==> config.mk <==
export PLATFORM = sky130hd
export DESIGN_NAME = run_merger
export DESIGN_NICKNAME = d
export VERILOG_FILES = /design/src/merge_ctrl_pkg.sv /design/src/merge_data_pkg.sv /design/src/merge_control.sv /design/src/merge_fifo.sv /design/src/run_merger.sv
export VERILOG_INCLUDE_DIRS = /design/src
export SDC_FILE = /design/constraint.sdc
export NUM_CORES = 1
export LEC_CHECK = 0
export BUFFER_PORTS_ARGS = -buffer_cell sky130_fd_sc_hd__buf_2
export CAP_MARGIN = 20
export CORE_ASPECT_RATIO = 0.9
export CORE_MARGIN = 8
export CORE_UTILIZATION = 48
export DETAILED_ROUTE_END_ITERATION = 10
export GPL_TIMING_DRIVEN = 0
export PLACE_DENSITY = 0.72
export SKIP_LAST_GASP = 1
export SYNTH_ARGS = -nofsm -noshare
export SYNTH_HDL_FRONTEND = slang
export SYNTH_SLANG_ARGS = --single-unit
==> constraint.sdc <==
create_clock -name i_clk -period 8.5 [get_ports i_clk]
set_input_delay 0 -clock i_clk [delete_from_list [all_inputs] [get_ports i_clk]]
set_output_delay 0 -clock i_clk [all_outputs]
set_load 0.005 [all_outputs]
==> src/merge_defs.svh <==
`ifndef MERGE_DEFS_SVH
`define MERGE_DEFS_SVH

// Bits per sort key
`define MERGE_DATA_W 32

// Address bits of every internal FIFO
`define MERGE_FIFO_AW 4

// Entries per FIFO
`define MERGE_FIFO_DEPTH (1 << `MERGE_FIFO_AW)

// A key of zero never travels as payload.
// It closes a run on every input and on the output.
`define MERGE_RUN_END 0

`endif

==> src/merge_ctrl_pkg.sv <==
package merge_ctrl_pkg;

   // Decision for one cycle
   typedef struct packed {
      logic pop_a;         // Dequeue buffer A
      logic pop_b;         // Dequeue buffer B
      logic emit;          // Data stage captures a head
      logic take_b;        // Capture B head instead of A
   } merge_cmd_t;

   localparam merge_cmd_t CMD_IDLE = '{
      pop_a:  1'b0,
      pop_b:  1'b0,
      emit:   1'b0,
      take_b: 1'b0
   };

endpackage

==> src/merge_data_pkg.sv <==
`include "merge_defs.svh"

package merge_data_pkg;

   // One sort key
   typedef logic [`MERGE_DATA_W-1:0] elem_t;

   typedef logic [`MERGE_FIFO_AW-1:0] fifo_ptr_t;   // Slot index
   typedef logic [`MERGE_FIFO_AW:0]   fifo_cnt_t;   // Fill level up to full depth

   // What the control sees of the two input buffers
   typedef struct packed {
      elem_t a_head;
      elem_t b_head;
      logic  a_valid;      // Buffer A not empty
      logic  b_valid;      // Buffer B not empty
   } head_view_t;

endpackage

==> src/merge_control.sv <==
`include "merge_defs.svh"

module merge_control (
   input  merge_data_pkg::head_view_t i_heads,
   input  merge_data_pkg::fifo_cnt_t  i_out_count,
   output merge_ctrl_pkg::merge_cmd_t o_cmd
);

   import merge_data_pkg::*;
   import merge_ctrl_pkg::*;

   // One output slot stays free for the word held in the data stage
   localparam fifo_cnt_t STALL_LVL = fifo_cnt_t'(`MERGE_FIFO_DEPTH - 1);
   localparam elem_t     RUN_END   = elem_t'(`MERGE_RUN_END);

   elem_t      head_a;
   elem_t      head_b;
   logic       a_end;
   logic       b_end;
   logic       a_le_b;
   logic       both_valid;
   logic       room;
   logic       go;
   logic       pick_b;
   merge_cmd_t cmd;

   assign head_a = i_heads.a_head;
   assign head_b = i_heads.b_head;

   // Terminator detect
   assign a_end = (head_a == RUN_END);
   assign b_end = (head_b == RUN_END);

   assign a_le_b = (head_a <= head_b);     // Ties go to A

   // Both heads must be known before any choice is made
   assign both_valid = i_heads.a_valid & i_heads.b_valid;
   assign room       = (i_out_count < STALL_LVL);
   assign go         = both_valid & room;

   // Which side supplies the next word
   always_comb begin
      case ({a_end, b_end})
         2'b11:   pick_b = 1'b0;           // Shared terminator from A
         2'b10:   pick_b = 1'b1;           // A run done
         2'b01:   pick_b = 1'b0;           // B run done
         default: pick_b = ~a_le_b;
      endcase
   end

   always_comb begin
      cmd = CMD_IDLE;
      if (go) begin
         cmd.emit   = 1'b1;
         cmd.take_b = pick_b;
         if (a_end && b_end) begin
            // Both runs closed, one zero out, drop both
            cmd.pop_a = 1'b1;
            cmd.pop_b = 1'b1;
         end else begin
            cmd.pop_a = ~pick_b;
            cmd.pop_b = pick_b;
         end
      end
   end

   assign o_cmd = cmd;

endmodule

==> src/merge_fifo.sv <==
`include "merge_defs.svh"

module merge_fifo (
   input  logic                      i_clk,
   input  logic                      i_rst_n,
   input  merge_data_pkg::elem_t     i_data,
   input  logic                      i_enq,
   input  logic                      i_deq,
   output merge_data_pkg::elem_t     o_data,
   output logic                      o_empty,
   output logic                      o_full,
   output merge_data_pkg::fifo_cnt_t o_count
);

   import merge_data_pkg::*;

   localparam int unsigned DEPTH = `MERGE_FIFO_DEPTH;

   elem_t     mem [DEPTH];
   fifo_ptr_t wr_ptr;
   fifo_ptr_t rd_ptr;
   fifo_cnt_t count;
   logic      do_enq;
   logic      do_deq;

   assign o_empty = (count == '0);
   assign o_full  = (count == fifo_cnt_t'(DEPTH));

   // Requests past the limits are dropped
   assign do_enq = i_enq & ~o_full;
   assign do_deq = i_deq & ~o_empty;

   always_ff @(posedge i_clk) begin
      if (do_enq) begin
         mem[wr_ptr] <= i_data;
      end
   end

   always_ff @(posedge i_clk) begin
      if (!i_rst_n) begin
         wr_ptr <= '0;
         rd_ptr <= '0;
      end else begin
         if (do_enq) begin
            wr_ptr <= wr_ptr + 1'b1;        // Wraps at depth
         end
         if (do_deq) begin
            rd_ptr <= rd_ptr + 1'b1;
         end
      end
   end

   always_ff @(posedge i_clk) begin
      if (!i_rst_n) begin
         count <= '0;
      end else begin
         case ({do_enq, do_deq})
            2'b10:   count <= count + 1'b1;
            2'b01:   count <= count - 1'b1;
            default: count <= count;         // Both or neither
         endcase
      end
   end

   // Show-ahead head
   assign o_data  = mem[rd_ptr];
   assign o_count = count;

endmodule

==> src/run_merger.sv <==
module run_merger (
   input  logic                  i_clk,
   input  logic                  i_rst_n,
   input  merge_data_pkg::elem_t i_fifo_1,
   input  logic                  i_fifo_1_empty,
   input  merge_data_pkg::elem_t i_fifo_2,
   input  logic                  i_fifo_2_empty,
   input  logic                  i_fifo_out_ready,
   output logic                  o_fifo_1_read,
   output logic                  o_fifo_2_read,
   output logic                  o_out_fifo_write,
   output merge_data_pkg::elem_t o_data
);

   import merge_data_pkg::*;
   import merge_ctrl_pkg::*;

   // Input buffers
   elem_t      a_head;
   elem_t      b_head;
   logic       a_empty;
   logic       a_full;
   logic       b_empty;
   logic       b_full;
   logic       rd_a;
   logic       rd_b;

   // Control
   head_view_t heads;
   merge_cmd_t cmd;

   // Data stage and output side
   elem_t      stage_q;
   logic       stage_wr_q;
   logic       ready_q;
   logic       out_empty;
   fifo_cnt_t  out_count;
   logic       drain;

   // Pull from upstream whenever a word is there and the buffer has room
   assign rd_a = ~i_fifo_1_empty & ~a_full;
   assign rd_b = ~i_fifo_2_empty & ~b_full;

   assign o_fifo_1_read = rd_a;
   assign o_fifo_2_read = rd_b;

   merge_fifo buf_a (
      .i_clk   (i_clk),
      .i_rst_n (i_rst_n),
      .i_data  (i_fifo_1),
      .i_enq   (rd_a),
      .i_deq   (cmd.pop_a),
      .o_data  (a_head),
      .o_empty (a_empty),
      .o_full  (a_full),
      .o_count ()
   );

   merge_fifo buf_b (
      .i_clk   (i_clk),
      .i_rst_n (i_rst_n),
      .i_data  (i_fifo_2),
      .i_enq   (rd_b),
      .i_deq   (cmd.pop_b),
      .o_data  (b_head),
      .o_empty (b_empty),
      .o_full  (b_full),
      .o_count ()
   );

   assign heads.a_head  = a_head;
   assign heads.b_head  = b_head;
   assign heads.a_valid = ~a_empty;
   assign heads.b_valid = ~b_empty;

   merge_control ctrl (
      .i_heads     (heads),
      .i_out_count (out_count),
      .o_cmd       (cmd)
   );

   // Chosen head, written to the output buffer one cycle later
   always_ff @(posedge i_clk) begin
      if (cmd.emit) begin
         stage_q <= cmd.take_b ? b_head : a_head;
      end
   end

   always_ff @(posedge i_clk) begin
      if (!i_rst_n) begin
         stage_wr_q <= 1'b0;
         ready_q    <= 1'b0;
      end else begin
         stage_wr_q <= cmd.emit;          // One-cycle enqueue pulse
         ready_q    <= i_fifo_out_ready;  // Downstream ready, one cycle late
      end
   end

   // Stall in the control keeps this buffer from overflowing
   merge_fifo buf_out (
      .i_clk   (i_clk),
      .i_rst_n (i_rst_n),
      .i_data  (stage_q),
      .i_enq   (stage_wr_q),
      .i_deq   (drain),
      .o_data  (o_data),
      .o_empty (out_empty),
      .o_full  (),
      .o_count (out_count)
   );

   assign drain            = ready_q & ~out_empty;
   assign o_out_fifo_write = drain;

endmodule

==> reports/metrics.cfg <==
[pwr]
power_density_nw_per_um2 = 265
power_leakage_nw = 23.1
max-vdd-ir-drop_mv = 0.190

[setup_path]
crit_arrival_ps = 8220
crit_type = flip-flop to flip-flop
reg2reg_depth = 24
critical_path_depth = 24
cp_cell_sequence = buf_2 > buf_1 > nor2_1 > a221oi_1 > nor2_1 > o21ai_0 > ha_1 > nor2b_1 > o21a_1 > o21a_1 > o21a_1 > o41a_1 > o21ai_0 > a21oi_4 > nor2_1 > ha_1 > inv_1 > fa_1 > inv_1 > a21o_1 > a21oi_1 > xnor2_1 > or3_1 > a21oi_1
timing.critical_path.buf_inv = 4
cp_max_fo = 10
critPathSlowestCell = o21ai_0
reg2reg_slack_ps = 980
cp_slowest_stage_delay_ps = 920
critPathTopFamily = compound AO/OA/AOI/OAI gates
crit_path_end_kind = flip-flop
crit_required_ps = 9190
r2r-end = buf_a.o_count[4]$_SDFFE_PN0P_
cp-start-kind = flip-flop

[layout]
layout.cells.most_common = edfxtp_1
nNetsFinal = 3408
drive_gt1_share_pct = 28.1
area_delta_synth_final_pct = 16.7
final_util_pct = 56.1
fillCellCount = 9294
final_cells = 5141
layout_common_cells = edfxtp_1, mux4_2, clkbuf_16

[place]
dpl.cell_count = 4767
io_buffers = 103
dpl.hpwl_um = 96000
gp_congestion = 0.810
pre_cts_ws_ps = 1180

[grt]
track_usage_pct = 20.7
grt_pass1_wl_um = 217000
antenna_found_initial = 6
grt_pass1_vias = 31400
grt_max_degree = 26
overflow = 0

[floorplanning]
die_w_um = 397
start_util_pct = 48.1
die-height_um = 359
rows = 126
design.core.area_um2 = 130000
io_pins = 104
die_area_um2 = 142000

[clock_tree]
root_buffer = clkbuf_16
h-tree-depth = 4
cts_tree = yes
path_clk_slew_ps = 60
clock_path_buffers = 3
cts_sinks = 1621
numCtsBuffers = 159
clock_latency_ps = 820

[sta]
finalHoldViolCount = 0
slew_violations = 0
tns_ps = 0
worst_slack_ps = 976
relSlewSlack_pct = 15.8
fin_crit_sh_pct = 88.5
finalSetupViolCount = 0
tightest_slew_ps = 1260
fmax_mhz = 133
rsz0062_at_grt = no
fin_skew_ps = 50.2
min_period_ps = 7520

[detailed_routing]
ant_nets = 0
drt_pass1_iterations = 6
drt_iter0_markers = 3587
routed_via_density = 6.01
vias = 30900
avgRoutedWirePerCell_um = 29.0
post-route-drc-count = 0
totalWireLength_um = 149000

[min_path]
min_to = buf_a.mem[14][9]$_DFFE_PP_
hold_class = input pin to flip-flop
hp-start = i_fifo_1[9]
hold_depth = 2

[logic_synthesis]
ys_types = 51
synth_seq_cells = 1621
avgSynthCellArea_um2 = 22.0
synth_area_um2 = 62700
postSynth.asyncResetShare_pct = 0
synth_warnings = 0
syn-num-nets = 2976
synth_edf_count = 1568
yosys_most_used_dff = edfxtp_1
ys_seq_area_share_pct = 76.8
netlist_instances = 2845

[job]
max_cap_viol_count = 0

[outcome]
outcome = finished clean

[worst max path at each step]
stage | start | endpoint | slack, ps
floorplan | flip-flop | buf_a.o_count[4]$_SDFFE_PN0P_ | 2910
global placement | buf_b.o_count[0]$_SDFFE_PN0P_ | buf_b.mem[0][24]$_DFFE_PP_ | 440
detailed placement | flip-flop | buf_a.o_count[4]$_SDFFE_PN0P_ | 1180
CTS | flip-flop | buf_a.o_count[4]$_SDFFE_PN0P_ | 1040
global route | flip-flop | buf_a.o_count[4]$_SDFFE_PN0P_ | 610
finish | flip-flop | buf_a.o_count[4]$_SDFFE_PN0P_ | 980
[routing by layer]
metal	vias to the layer above	GRT usage, %	share of wire, %
li1	12900	-	-
met1	16300	29.3	40
met2	1476	32.7	48
met3	257	4.54	9.3
met4	4	6.00	2.6
met5	-	0	0.015
[power by group]
part	switching (W)	leakage (nW)	internal, W
clock network	0.00304	2.50	0.00393
logic	0.00147	6.00	0.00113
registers	0.000404	14.6	0.00944
total	0.00492	23.1	0.0145
[per-stage QoR]
step | power [W] | hold WS, ps | instance area, µm²
floorplan | 0.0115 | 98.9 | 62700
global placement | 0.0124 | 211 | 65400
detailed placement | 0.0126 | 218 | 67100
CTS | 0.0195 | 50.9 | 73000
global route | 0.0200 | 93.6 | 73100
finish | 0.0194 | 111 | 73200
[cell type report]
cell class | instances | area (µm²) | area share, %
multi-input cells | 1032 | 14000 | 19.1
plain buffers | 136 | 681 | 0.930
well taps | 1728 | 2160 | 2.96
repair buffers | 271 | 2720 | 3.72
flip-flops and latches | 1621 | 48100 | 65.8
clock buffers | 202 | 4220 | 5.77
inverters | 56 | 210 | 0.287
diodes | 5 | 12.5 | 0.0171
clock inverters | 90 | 1000 | 1.37
[timing repair]
action | 4_1_cts | 5_1_grt
buffers inserted | 0 | 0
resized for setup | 0 | 0
setup endpoints to repair | 0 | 0
hold endpoints to repair | 1037 | 0
hold buffers | 70 | 0
[Yosys cell counts, types with 3 or more instances]
| cell | number | area [µm²] |
|---|---|---|
| buf_6 | 6 | 67.6 |
| nor2_1 | 100 | 375 |
| clkbuf_1 | 65 | 244 |
| or3_1 | 4 | 25.0 |
| buf_2 | 20 | 100 |
| mux2i_1 | 36 | 360 |
| buf_1 | 24 | 90.1 |
| a21oi_1 | 53 | 265 |
| nand2_1 | 63 | 236 |
| nand3_1 | 5 | 25.0 |
| dfxtp_1 | 53 | 1060 |
| nor3_1 | 14 | 70.1 |
| nor4_1 | 11 | 68.8 |
| edfxtp_1 | 1568 | 47100 |
| or4_1 | 8 | 60.1 |
| o21a_1 | 5 | 37.5 |
| fa_1 | 3 | 60.1 |
| a22oi_1 | 85 | 638 |
| a221oi_1 | 17 | 149 |
| nand2b_1 | 10 | 62.6 |
| inv_1 | 55 | 206 |
| nor2b_1 | 9 | 56.3 |
| xnor2_1 | 8 | 70.1 |
| mux4_2 | 409 | 9210 |
| o21ai_0 | 15 | 75.1 |
| mux2_4 | 16 | 240 |
| ha_1 | 59 | 738 |
| xor2_1 | 17 | 149 |
| buf_4 | 19 | 143 |
| a22o_1 | 12 | 105 |
| mux2_2 | 8 | 90.1 |
| and2_1 | 5 | 31.3 |
| nand4_1 | 20 | 125 |
| a21o_1 | 21 | 158 |
[logic make-up after synthesis]
group	count (synthesis)	share of synthesized area (%)
flip-flops	1621	76.8
multiplexers	469	15.8
AND/OR/NAND/NOR	259	1.97
AO/OA/AOI/OAI	217	2.42
buffers and inverters	192	1.42
adder cells (fa/ha/maj)	62	1.27
XOR/XNOR	25	0.349
[registers in the layout, summed over array words and instances (netlist names), 5 cells and up, named ones only]
| register | cells |
|---|---|
| buf_a.mem | 512 |
| buf_b.mem | 512 |
| buf_out.mem | 512 |
| stage_q | 32 |
| buf_a.o_count | 5 |
| buf_b.o_count | 5 |
| buf_out.o_count | 5 |
Power figures use the tool's default switching activity.
